===== src/design/dac_pkg.sv =====
// shared constants and types for the nanoDAC controller
// the AD5601 word holds mode in [15:14], data in [13:6] and reserved bits in [5:0]

package dac_pkg;

    //////////////////////////////
    // register map word offsets
    localparam logic [1:0] ADDR_MODULE_ID      = 2'd0;
    localparam logic [1:0] ADDR_MODULE_VERSION = 2'd1;
    localparam logic [1:0] ADDR_DAC_REG        = 2'd2;
    localparam logic [1:0] ADDR_EN_MMI_CTRL    = 2'd3;
    localparam int         NUM_REGS            = 4;

    localparam logic [15:0] MODULE_VERSION = 16'd1;

    //////////////////////////////
    // frame and field layout
    localparam int DAC_FRAME_LEN = 16;
    localparam int GAIN_WIDTH    = 8;
    localparam int GAIN_LSB      = 6;

    typedef logic [DAC_FRAME_LEN-1:0] dac_word_t;
    typedef logic [GAIN_WIDTH-1:0]    gain_t;

    typedef enum logic [1:0] {
        seq_idle,
        seq_start_default,
        seq_busy
    } seq_state_t;

endpackage


===== src/design/spi_cmd_if.sv =====
// command path between the update sequencer and the SPI shifter
// tx_word must stay stable from start until done

`timescale 1ns/1ps

interface spi_cmd_if import dac_pkg::*; ();

    logic      start;
    dac_word_t tx_word;
    logic      busy;
    logic      done;

    // sequencer side
    modport master (output start, output tx_word, input busy, input done);

    // serializer side
    modport shifter (input start, input tx_word, output busy, output done);

endinterface


===== src/design/dac_apb_regs.sv =====
// APB slave with no wait states; only the low 16 data bits are meaningful
// DAC_REG writes are dropped while en_mmi_ctrl is low

`timescale 1ns/1ps

module dac_apb_regs import dac_pkg::*; #(
    parameter logic [15:0] MODULE_ID   = 16'h0000,
    parameter logic [15:0] DAC_DEFAULT = 16'h0000
) (
    input  logic        clk_ifc,
    input  logic        set_default_on_reset,
    input  logic [3:0]  paddr,
    input  logic        psel,
    input  logic        penable,
    input  logic        pwrite,
    input  logic [31:0] pwdata,
    output logic [31:0] prdata,
    output logic        pready,
    output logic        pslverr,
    input  logic        en_mmi_ctrl,
    input  logic        word_load,
    input  dac_word_t   load_word,
    output logic        mmi_write,
    output dac_word_t   mmi_word,
    output dac_word_t   dac_word
);

    logic [1:0] reg_idx;
    logic       wr_access;

    assign pready  = 1'b1;
    assign pslverr = 1'b0;

    // word index from the byte address
    assign reg_idx   = paddr[3:2];
    assign wr_access = psel && penable && pwrite;

    assign mmi_write = wr_access && (reg_idx == ADDR_DAC_REG) && en_mmi_ctrl;
    assign mmi_word  = pwdata[DAC_FRAME_LEN-1:0];

    //////////////////////////////
    // stored DAC word
    always_ff @(posedge clk_ifc) begin
        if (set_default_on_reset) begin
            dac_word <= DAC_DEFAULT;
        end else if (mmi_write) begin
            dac_word <= mmi_word;
        end else if (word_load) begin
            // gain frame built by the sequencer
            dac_word <= load_word;
        end
    end

    //////////////////////////////
    // read mux
    always_comb begin
        prdata = '0;
        if (psel && !pwrite && (int'(reg_idx) < NUM_REGS)) begin
            case (reg_idx)
                ADDR_MODULE_ID:      prdata[15:0] = MODULE_ID;
                ADDR_MODULE_VERSION: prdata[15:0] = MODULE_VERSION;
                ADDR_DAC_REG:        prdata[DAC_FRAME_LEN-1:0] = dac_word;
                ADDR_EN_MMI_CTRL:    prdata[0] = en_mmi_ctrl;
                default:             prdata = '0;
            endcase
        end
    end

endmodule


===== src/design/dac_gain_capture.sv =====
// holds one gain sample; a newer strobe replaces an unsent one
// strobes are ignored while en_mmi_ctrl is high

`timescale 1ns/1ps

module dac_gain_capture import dac_pkg::*; (
    input  logic  clk_ifc,
    input  logic  set_default_on_reset,
    input  gain_t gain,
    input  logic  gain_valid,
    input  logic  en_mmi_ctrl,
    input  logic  gain_take,
    input  logic  frame_done,
    output logic  gain_pending,
    output gain_t held_gain,
    output logic  gain_updated
);

    logic gain_in_flight;

    always_ff @(posedge clk_ifc) begin
        if (set_default_on_reset) begin
            gain_pending   <= 1'b0;
            gain_in_flight <= 1'b0;
        end else begin
            // a fresh strobe wins over a take in the same cycle
            if (gain_valid && !en_mmi_ctrl) begin
                gain_pending <= 1'b1;
            end else if (gain_take) begin
                gain_pending <= 1'b0;
            end
            if (gain_take) begin
                gain_in_flight <= 1'b1;
            end else if (frame_done) begin
                gain_in_flight <= 1'b0;
            end
        end
    end

    // sample payload
    always_ff @(posedge clk_ifc) begin
        if (gain_valid && !en_mmi_ctrl) begin
            held_gain <= gain;
        end
    end

    assign gain_updated = frame_done && gain_in_flight;

endmodule


===== src/design/dac_update_sequencer.sv =====
// picks the next DAC word; APB requests beat gain requests when both wait
// only the newest word of each source is kept while a frame runs

`timescale 1ns/1ps

module dac_update_sequencer import dac_pkg::*; #(
    parameter bit LOAD_DEFAULT_AT_START = 1'b1
) (
    input  logic      clk_ifc,
    input  logic      set_default_on_reset,
    input  logic      mmi_write,
    input  dac_word_t mmi_word,
    input  dac_word_t dac_word,
    input  logic      gain_pending,
    input  gain_t     held_gain,
    output logic      word_load,
    output dac_word_t load_word,
    output logic      gain_take,
    output logic      frame_done,
    output logic      initdone,
    spi_cmd_if.master cmd
);

    seq_state_t state;
    logic       apb_pending;
    dac_word_t  apb_word;
    logic       idle_ready;
    logic       take_apb;

    // stored word with the gain field replaced
    always_comb begin
        load_word = dac_word;
        load_word[GAIN_LSB +: GAIN_WIDTH] = held_gain;
    end

    assign idle_ready = (state == seq_idle) && !cmd.busy;
    assign take_apb   = idle_ready && (mmi_write || apb_pending);
    assign gain_take  = idle_ready && !take_apb && gain_pending;
    assign word_load  = gain_take;
    assign frame_done = cmd.done;

    //////////////////////////////
    // frame ordering FSM
    always_ff @(posedge clk_ifc) begin
        if (set_default_on_reset) begin
            state       <= LOAD_DEFAULT_AT_START ? seq_start_default : seq_idle;
            apb_pending <= 1'b0;
            cmd.start   <= 1'b0;
            initdone    <= 1'b0;
        end else begin
            cmd.start <= 1'b0;
            if (!LOAD_DEFAULT_AT_START || cmd.done) begin
                initdone <= 1'b1;
            end
            // record writes that cannot go out right now
            if (mmi_write && !take_apb) begin
                apb_pending <= 1'b1;
            end
            case (state)
                seq_start_default: begin
                    if (!cmd.busy) begin
                        cmd.start <= 1'b1;
                        state     <= seq_busy;
                    end
                end
                seq_idle: begin
                    if (take_apb) begin
                        apb_pending <= 1'b0;
                        cmd.start   <= 1'b1;
                        state       <= seq_busy;
                    end else if (gain_take) begin
                        cmd.start <= 1'b1;
                        state     <= seq_busy;
                    end
                end
                default: begin
                    if (cmd.done) begin
                        state <= seq_idle;
                    end
                end
            endcase
        end
    end

    // payload registers
    always_ff @(posedge clk_ifc) begin
        if (mmi_write && !take_apb) begin
            apb_word <= mmi_word;
        end
        if (state == seq_start_default && !cmd.busy) begin
            cmd.tx_word <= dac_word;
        end else if (take_apb) begin
            cmd.tx_word <= mmi_write ? mmi_word : apb_word;
        end else if (gain_take) begin
            cmd.tx_word <= load_word;
        end
    end

endmodule


===== src/design/dac_spi_shifter.sv =====
// SPI master sending one 16-bit frame MSB first with sclk idling high
// sdin moves on the rising sclk edge; the DAC samples on the falling edge

`timescale 1ns/1ps

module dac_spi_shifter import dac_pkg::*; #(
    parameter int SCLK_DIV = 2
) (
    input  logic       clk_ifc,
    input  logic       set_default_on_reset,
    spi_cmd_if.shifter cmd,
    output logic       sclk,
    output logic       sync_n,
    output logic       sdin
);

    localparam int CNT_W = (SCLK_DIV > 1) ? $clog2(SCLK_DIV) : 1;
    localparam int BIT_W = $clog2(DAC_FRAME_LEN);

    logic [CNT_W-1:0] half_cnt;
    logic [BIT_W-1:0] bit_cnt;
    logic             half_end;
    dac_word_t        shreg;

    assign half_end = (half_cnt == CNT_W'(SCLK_DIV - 1));

    always_ff @(posedge clk_ifc) begin
        if (set_default_on_reset) begin
            cmd.busy <= 1'b0;
            cmd.done <= 1'b0;
            sclk     <= 1'b1;
            sync_n   <= 1'b1;
            sdin     <= 1'b0;
            half_cnt <= '0;
            bit_cnt  <= '0;
        end else begin
            cmd.done <= 1'b0;
            if (!cmd.busy) begin
                if (cmd.start) begin
                    // first bit goes out together with sync_n
                    cmd.busy <= 1'b1;
                    sync_n   <= 1'b0;
                    sdin     <= cmd.tx_word[DAC_FRAME_LEN-1];
                    half_cnt <= '0;
                    bit_cnt  <= '0;
                end
            end else if (!half_end) begin
                half_cnt <= half_cnt + 1'b1;
            end else begin
                half_cnt <= '0;
                sclk     <= !sclk;
                if (!sclk) begin
                    // rising edge ends one bit period
                    if (bit_cnt == BIT_W'(DAC_FRAME_LEN - 1)) begin
                        cmd.busy <= 1'b0;
                        cmd.done <= 1'b1;
                        sync_n   <= 1'b1;
                    end else begin
                        bit_cnt <= bit_cnt + 1'b1;
                        sdin    <= shreg[DAC_FRAME_LEN-2];
                    end
                end
            end
        end
    end

    // shift register payload
    always_ff @(posedge clk_ifc) begin
        if (!cmd.busy && cmd.start) begin
            shreg <= cmd.tx_word;
        end else if (cmd.busy && half_end && !sclk) begin
            shreg <= shreg << 1;
        end
    end

endmodule


===== src/design/dac_ctrl_top.sv =====
// nanoDAC controller top level; one synchronous reset serves all blocks
// SCLK_DIV sets system clocks per sclk half period and must be at least 1

`timescale 1ns/1ps

module dac_ctrl_top import dac_pkg::*; #(
    parameter logic [15:0] MODULE_ID             = 16'h0000,
    parameter logic [15:0] DAC_DEFAULT           = 16'h0000,
    parameter bit          LOAD_DEFAULT_AT_START = 1'b1,
    parameter int          SCLK_DIV              = 2
) (
    input  logic        clk_ifc,
    input  logic        set_default_on_reset,
    input  logic [3:0]  paddr,
    input  logic        psel,
    input  logic        penable,
    input  logic        pwrite,
    input  logic [31:0] pwdata,
    output logic [31:0] prdata,
    output logic        pready,
    output logic        pslverr,
    input  logic        en_mmi_ctrl,
    input  gain_t       gain,
    input  logic        gain_valid,
    output logic        gain_updated,
    output logic        initdone,
    output logic        sclk,
    output logic        sync_n,
    output logic        sdin
);

    logic      mmi_write;
    dac_word_t mmi_word;
    dac_word_t dac_word;
    logic      word_load;
    dac_word_t load_word;
    logic      gain_pending;
    gain_t     held_gain;
    logic      gain_take;
    logic      frame_done;

    spi_cmd_if cmd ();

    dac_apb_regs #(
        .MODULE_ID   (MODULE_ID),
        .DAC_DEFAULT (DAC_DEFAULT)
    ) i_dac_apb_regs (
        .clk_ifc              (clk_ifc),
        .set_default_on_reset (set_default_on_reset),
        .paddr                (paddr),
        .psel                 (psel),
        .penable              (penable),
        .pwrite               (pwrite),
        .pwdata               (pwdata),
        .prdata               (prdata),
        .pready               (pready),
        .pslverr              (pslverr),
        .en_mmi_ctrl          (en_mmi_ctrl),
        .word_load            (word_load),
        .load_word            (load_word),
        .mmi_write            (mmi_write),
        .mmi_word             (mmi_word),
        .dac_word             (dac_word)
    );

    dac_gain_capture i_dac_gain_capture (
        .clk_ifc              (clk_ifc),
        .set_default_on_reset (set_default_on_reset),
        .gain                 (gain),
        .gain_valid           (gain_valid),
        .en_mmi_ctrl          (en_mmi_ctrl),
        .gain_take            (gain_take),
        .frame_done           (frame_done),
        .gain_pending         (gain_pending),
        .held_gain            (held_gain),
        .gain_updated         (gain_updated)
    );

    dac_update_sequencer #(
        .LOAD_DEFAULT_AT_START (LOAD_DEFAULT_AT_START)
    ) i_dac_update_sequencer (
        .clk_ifc              (clk_ifc),
        .set_default_on_reset (set_default_on_reset),
        .mmi_write            (mmi_write),
        .mmi_word             (mmi_word),
        .dac_word             (dac_word),
        .gain_pending         (gain_pending),
        .held_gain            (held_gain),
        .word_load            (word_load),
        .load_word            (load_word),
        .gain_take            (gain_take),
        .frame_done           (frame_done),
        .initdone             (initdone),
        .cmd                  (cmd.master)
    );

    dac_spi_shifter #(
        .SCLK_DIV (SCLK_DIV)
    ) i_dac_spi_shifter (
        .clk_ifc              (clk_ifc),
        .set_default_on_reset (set_default_on_reset),
        .cmd                  (cmd.shifter),
        .sclk                 (sclk),
        .sync_n               (sync_n),
        .sdin                 (sdin)
    );

endmodule


===== config.mk =====
export PLATFORM = sky130hd
export DESIGN_NAME = dac_ctrl_top
export DESIGN_NICKNAME = d
export VERILOG_FILES = /design/src/design/dac_pkg.sv /design/src/design/spi_cmd_if.sv /design/src/design/dac_apb_regs.sv /design/src/design/dac_gain_capture.sv /design/src/design/dac_update_sequencer.sv /design/src/design/dac_spi_shifter.sv /design/src/design/dac_ctrl_top.sv
export SDC_FILE = /design/constraint.sdc
export NUM_CORES = 1
export LEC_CHECK = 0
export ABC_AREA = 1
export BUFFER_PORTS_ARGS = -buffer_cell sky130_fd_sc_hd__clkbuf_2
export CAP_MARGIN = 40
export CORE_ASPECT_RATIO = 0.8
export CORE_MARGIN = 3
export CORE_UTILIZATION = 53
export CTS_BUF_LIST = sky130_fd_sc_hd__clkbuf_4 sky130_fd_sc_hd__clkbuf_8
export DETAILED_ROUTE_END_ITERATION = 16
export GPL_ROUTABILITY_DRIVEN = 0
export PLACE_DENSITY_LB_ADDON = 0.08
export SLEW_MARGIN = 15
export SYNTH_ARGS = -nofsm -noshare
export SYNTH_HDL_FRONTEND = slang
export SYNTH_SLANG_ARGS = --single-unit

===== constraint.sdc =====
create_clock -name clk_ifc -period 5.65 [get_ports clk_ifc]
set_clock_uncertainty 0.1 [all_clocks]
set_input_delay 0.2825 -clock clk_ifc [delete_from_list [all_inputs] [get_ports clk_ifc]]
set_output_delay 0.2825 -clock clk_ifc [all_outputs]
set_load 0.01 [all_outputs]

# Word level (Yosys, flattened, before mapping)
# Cells that the tools add are included.
[totals] register_bits=88 wordCells=120
[op_classes] mux=50 n_bitwise=2 n_eq_ne=11 reduce_logical=36 add_sub_neg=2
[ops] operator="2-to-1 mux 16 bit" n=6
[ops] operator="2-to-1 mux 15 bit" n=3
[ops] operator="2-to-1 mux 1 bit" n=28
[ops] operator="2-to-1 mux 4 bit" n=5
[ops] operator="logical AND 1 bit" n=16
[ops] operator="2-to-1 mux 14 bit" n=1
[ops] operator="!= test 2 bit, second input constant" n=5
[ops] operator="nonzero test 2 bit" n=5
[ops] operator="2-to-1 mux 2 bit" n=4
[ops] operator="AND reduction 4 bit" n=2
[ops] operator="nonzero test 3 bit" n=2
[ops] operator="zero test 1 bit" n=5
[ops] operator="adder 4 x 1 -> 4 bit, second input constant" n=1
[ops] operator="== test 2 x 1 -> 1 bit, second input constant" n=2
[ops] operator="== test 2 bit, second input constant" n=2
[ops] operator="== test 4 bit, second input constant" n=1
[ops] operator="zero test 2 bit" n=2
[ops] operator="one-hot mux 1 bit (4 select lines)" n=1
[ops] operator="one-hot mux 2 bit (2 select lines)" n=1
[ops] operator="OR reduction 4 bit" n=1
[ops] operator="!= test 3 x 2 -> 1 bit, second input constant" n=1
[ops] operator="AND reduction 3 bit" n=1
[ops] operator="inverter 1 bit" n=2
[ops] operator="one-hot mux 1 bit (2 select lines)" n=1
[ops] operator="3 further kinds" n=3

# Logic depth before layout (Yosys ltp)
[depth] depth_word=12 ltp_mapped=10 ltp_nobuf=9

# By module
# From an unflattened synthesis, not the netlist that was laid out.
[unflattened] hier_cells=563 area_unflattened_um2=4689.5
[by_module_without_submodules] module="dac_update_sequencer" n_inst=1 area_per_inst_um2=1860.5 cells_per_inst=196 seq_area_each_um2=1061.0
[by_module_without_submodules] module="dac_apb_regs" n_inst=1 area_per_inst_um2=1335.0 cells_per_inst=220 seq_area_each_um2=320.3
[by_module_without_submodules] module="dac_spi_shifter" n_inst=1 area_per_inst_um2=1163.6 cells_per_inst=126 seq_area_each_um2=650.6
[by_module_without_submodules] module="dac_gain_capture" n_inst=1 area_per_inst_um2=330.3 cells_per_inst=21 seq_area_each_um2=280.3

# Worst setup path after synthesis
# No wires, ideal clock.
[synth_path] kind="input -> register" startpoint="in paddr[3]" endpoint="reg i_dac_update_sequencer.apb_word[0] (enable)" path_slack_ns=3.585 n_path_buf=1 stages=5 arrival_ns=1.577 cell_sequence="inv_1 -> nor2_4 -> nand2_4 -> clkbuf_1 -> nor2_1"
[synth_between] elab_chain_len=7
[synth_lines] item="from (decl)" line_no="dac_ctrl_top.sv:14" rtl="input logic [3:0] paddr,"
[synth_lines] item="== test 2 bit (*)" line_no="dac_apb_regs.sv:38" rtl="assign mmi_write = wr_access && (reg_idx == ADDR_DAC_REG) && en_mmi_ctrl;"
[synth_lines] item="logical AND 1 bit (*) (2 in a row)" line_no="dac_apb_regs.sv:38"
[synth_lines] item="logical OR 1 bit" line_no="dac_update_sequencer.sv:37" rtl="assign take_apb = idle_ready && (mmi_write || apb_pending);"
[synth_lines] item="logical AND 1 bit" line_no="dac_update_sequencer.sv:37"
[synth_lines] item="zero test 1 bit" line_no="dac_update_sequencer.sv:87" rtl="if (mmi_write && !take_apb) begin"
[synth_lines] item="logical AND 1 bit (*)" line_no="dac_update_sequencer.sv:87"
[synth_lines] item="to (signal assigned)" line_no="dac_update_sequencer.sv:88" rtl="apb_word <= mmi_word;"
[synth_lines] item="to (decl)" line_no="dac_update_sequencer.sv:26" rtl="dac_word_t apb_word;"
# Mark *: on every way between the ends. The rest lies on a longest branch, timed or not.
# A chain may end at the register's enable or synchronous reset.

# Final worst setup path
[layout_path] startpoint="reg i_dac_spi_shifter.cmd.busy" endpoint="reg i_dac_spi_shifter.cmd.busy"
[layout_between] elab_chain_len=1
[layout_lines] item="from (decl)" line_no="spi_cmd_if.sv:17" rtl="modport shifter (input start, input tx_word, output busy, output done);"
[layout_lines] item="from (signal assigned)" line_no="dac_spi_shifter.sv:29" rtl="cmd.busy <= 1'b0;"
[layout_lines] item="from (signal assigned)" line_no="dac_spi_shifter.sv:41" rtl="cmd.busy <= 1'b1;"
[layout_lines] item="from (signal assigned)" line_no="dac_spi_shifter.sv:55" rtl="cmd.busy <= 1'b0;"
[layout_lines] item="2-to-1 mux 1 bit" line_no="dac_spi_shifter.sv:38" rtl="if (!cmd.busy) begin"
# No other way between the ends.

==> impl_metrics.ini <==
[setup_path]
regToRegSetupSlack_ns = 3.51
critPathTopFamily = simple AND/OR/NAND/NOR gates
worstSetupStartpointType = flop
crit_arrival_ns = 2.30
max_stage_delay_ns = 0.64
cp_num_buf_inv = 1
critical-path-slowest-cell = dfxtp_1
required_ns = 5.80
worstSetupPathType = flop to flop
crit_path_end_kind = flop
cp_max_fo = 17
crit_chain = nand2_2, nor2_2, inv_1, nand2_1, a31oi_1, o21a_1

[power]
comb_power_share = 0.143
sw_frac_of_total = 0.2609
seq_power_share = 0.541
p_int_mw = 1.095
ir_worst_vdd_mv = 0.1665
switchingPower_mw = 0.3867
p_per_area_nw_per_um2 = 329.7
p_leak_nw = 2.048
pwr-share-clk = 0.315

[floorplanning]
die_x_um = 103.0
pin_count = 90
initial_core_util = 0.5624
fp.coreArea_um2 = 7094
die-area_um2 = 8612
chipHeight_um = 83.61
rows = 27

[timing]
slew_headroom = 0.5037
period_minus_slack_ns = 2.145
max_freq_mhz = 466.3
grt_setup_unrepaired = no
tightest_slew_ns = 0.7418
hold_viol_final = 0
finalCritPeriodShare = 0.3796
setup_tns_ns = 0
setup_viol = 0
hold_ws_ns = 0.02022
drv_slew = 0

[clocking]
h-tree-depth = 3
ctsHoldBuffers = 6
cts_tree = built
clk_pin_slew_ns = 0.09
numCtsBuffers = 9
clock_sinks = 88
cts.path.max_buffers = 2
clk-insertion-delay-late_ns = 0.35
root_buffer = clkbuf_8
ctsResizeCount = 0
cts_setup_buffers = 0

[yosys]
synth_warnings = 0
yosysMostFrequentCell = nand2_1
ys_ff_latch = 88
synthSimpleGateAreaFrac = 0.2437
synthCells = 449
synth_top_family_by_area = simple AND/OR/NAND/NOR gates
synth_edf_count = 55
muxShareOfSynthArea = 0
synthAdderAreaFrac = 0.003136
ys_types = 33
synth_commonest_cells = nand2_1 (153), edfxtp_1 (55), nor2_1 (43), inv_1 (36), dfxtp_1 (33)
synth_compound_area_frac = 0.07369
yosysTopAreaCell = edfxtp_1
synth_xor_area_frac = 0
ys.flop_type = edfxtp_1
synth-seq-area-share = 0.5795
async_flop_share = 0
synth.area.top_cells = edfxtp_1 (41%), dfxtp_1 (17%), nand2_1 (14%)
synth_top_area_frac = 0.4139
synth_area_um2 = 3990
synth_area_per_cell_um2 = 8.887

[finish]
antenna_cells = 0
final_nets = 557
multi_input_area_um2 = 1346
drive_gt1_frac = 0.1745
area.sequential_um2 = 2312
area_growth_pct = 12.67
fillCellCount = 625

[place]
port_buffers = 53
post-dp-hpwl_um = 5416

[run_status]
status = finished, final reports clean

[global_routing]
grt.total_usage = 0.1976
use_met2 = 0.2935
grt_busiest_layer = met2
grt.met1_usage = 0.2890
antenna_found_initial = 0
grt_pass1_wl_um = 13370
use_met3 = 0.05263
gr-total-overflow = 0
grt_pass1_vias = 2765
grt_max_degree = 38

[routing]
routed-via-count = 2992
drtIter0Drc = 192
postRouteAntennaNets = 0
drt-pass1-iter-count = 4
drt-vias-per-instance = 5.012
drt-total-wl_um = 7884
routedWlPerCell_um = 13.21
drc_errors = 0

[run]
drv_cap = 0

[min_path]
hp-class = input pin to flop
==> area by class of cell <==
type	count	share of cell area
clock buffers	10	0.02922
clock inverters	6	0.01865
inverters	41	0.03507
multi-input cells	303	0.2995
flip-flops and latches	88	0.5143
well taps	87	0.02421
repair buffers	62	0.07904
==> registers in the layout (all words and copies together) (netlist names), 2 cells and up <==
signal                              flops
i_dac_apb_regs.dac_word                16
i_dac_gain_capture.held_gain            8
i_dac_spi_shifter.bit_cnt               4
i_dac_spi_shifter.shreg                15
i_dac_update_sequencer.apb_word        16
i_dac_update_sequencer.cmd.tx_word     16
i_dac_update_sequencer.state            2
==> logic make-up (layout without fill, tap and decap cells) <==
family | count (synthesis) | count (layout)
flip-flops | 88 | 88
other | 2 | 18
AO/OA/AOI/OAI | 51 | 51
AND/OR/NAND/NOR | 233 | 233
buffers and inverters | 74 | 119
adder cells (fa/ha/maj) | 1 | 1
==> power by group through the flow <==
stage / Sequential (mW) / Clock (mW) / Combinational, mW
after detailed placement: 0.819 / 0 / 0.204
after CTS: 0.804 / 0.477 / 0.208
final: 0.802 / 0.467 / 0.212
after global placement: 0.817 / 0 / 0.200
after global routing: 0.810 / 0.507 / 0.245
after floorplan: 0.809 / 0 / 0.160
==> layer usage <==
metal	wire, µm	share of wire
met1	3715	0.47
met2	3622	0.46
met3	484	0.061
met4	61	0.0077
met5	0	0
==> cells in the final DEF, fill, tap and decap left out <==
cell           Yosys  routed
ha_1               1       1
and3_1             1       1
bufinv_16          0       2
a21oi_2            1       1
clkinv_2           1       4
inv_4              1       1
clkbuf_2           0      53
a21oi_1           19      19
o21ai_1            3       3
nor3_1            11      11
clkbuf_4           0       1
o21bai_1           1       1
inv_2              3       3
o21ai_0           14      14
nand3_1           13      13
inv_1             36      36
a31oi_1           11      11
nor2_4             2       2
nand2_4            4       4
buf_4             20       2
dfxtp_1           33      33
buf_8              0       1
nand2_2            2       2
a31oi_4            1       1
nand2_1          153     153
nor2_2             1       1
clkinv_4           0       1
nand4_1            1       1
nor3b_1            1       1
o21a_1             1       1
edfxtp_1          55      55
dlygate4sd3_1      0       6
conb_1             2      18
nor3_2             1       1
clkbuf_8           0       9
nor2_1            43      43
==> path summary, 6_finish.rpt <==
kind | from | to | depth (start not counted)
worst min register to register | i_dac_spi_shifter.sync_n | i_dac_spi_shifter.sync_n | 2
worst min-delay path | pwdata[2] | i_dac_update_sequencer.apb_word[2] | 1
worst max-delay path | i_dac_spi_shifter.cmd.busy | i_dac_spi_shifter.cmd.busy | 6
worst max register to register | i_dac_spi_shifter.cmd.busy | i_dac_spi_shifter.cmd.busy | 6
==> through the flow <==
step / power [mW] / util / worst slack, ns / instances / area [µm²]
2_1_floorplan: 0.9694 / - / 3.585 / 465 / 4050
3_3_place_gp: 1.017 / 0.5928 / 3.124 / 574 / 4205
3_5_place_dp: 1.023 / 0.5928 / 3.033 / 574 / 4205
4_1_cts: 1.489 / 0.6316 / 3.167 / 596 / 4481
5_1_grt: 1.562 / 0.6337 / 3.193 / 597 / 4496
6_report: 1.482 / 0.6337 / 3.505 / 597 / 4496
Note: power is estimated with default switching activity, not from simulation.
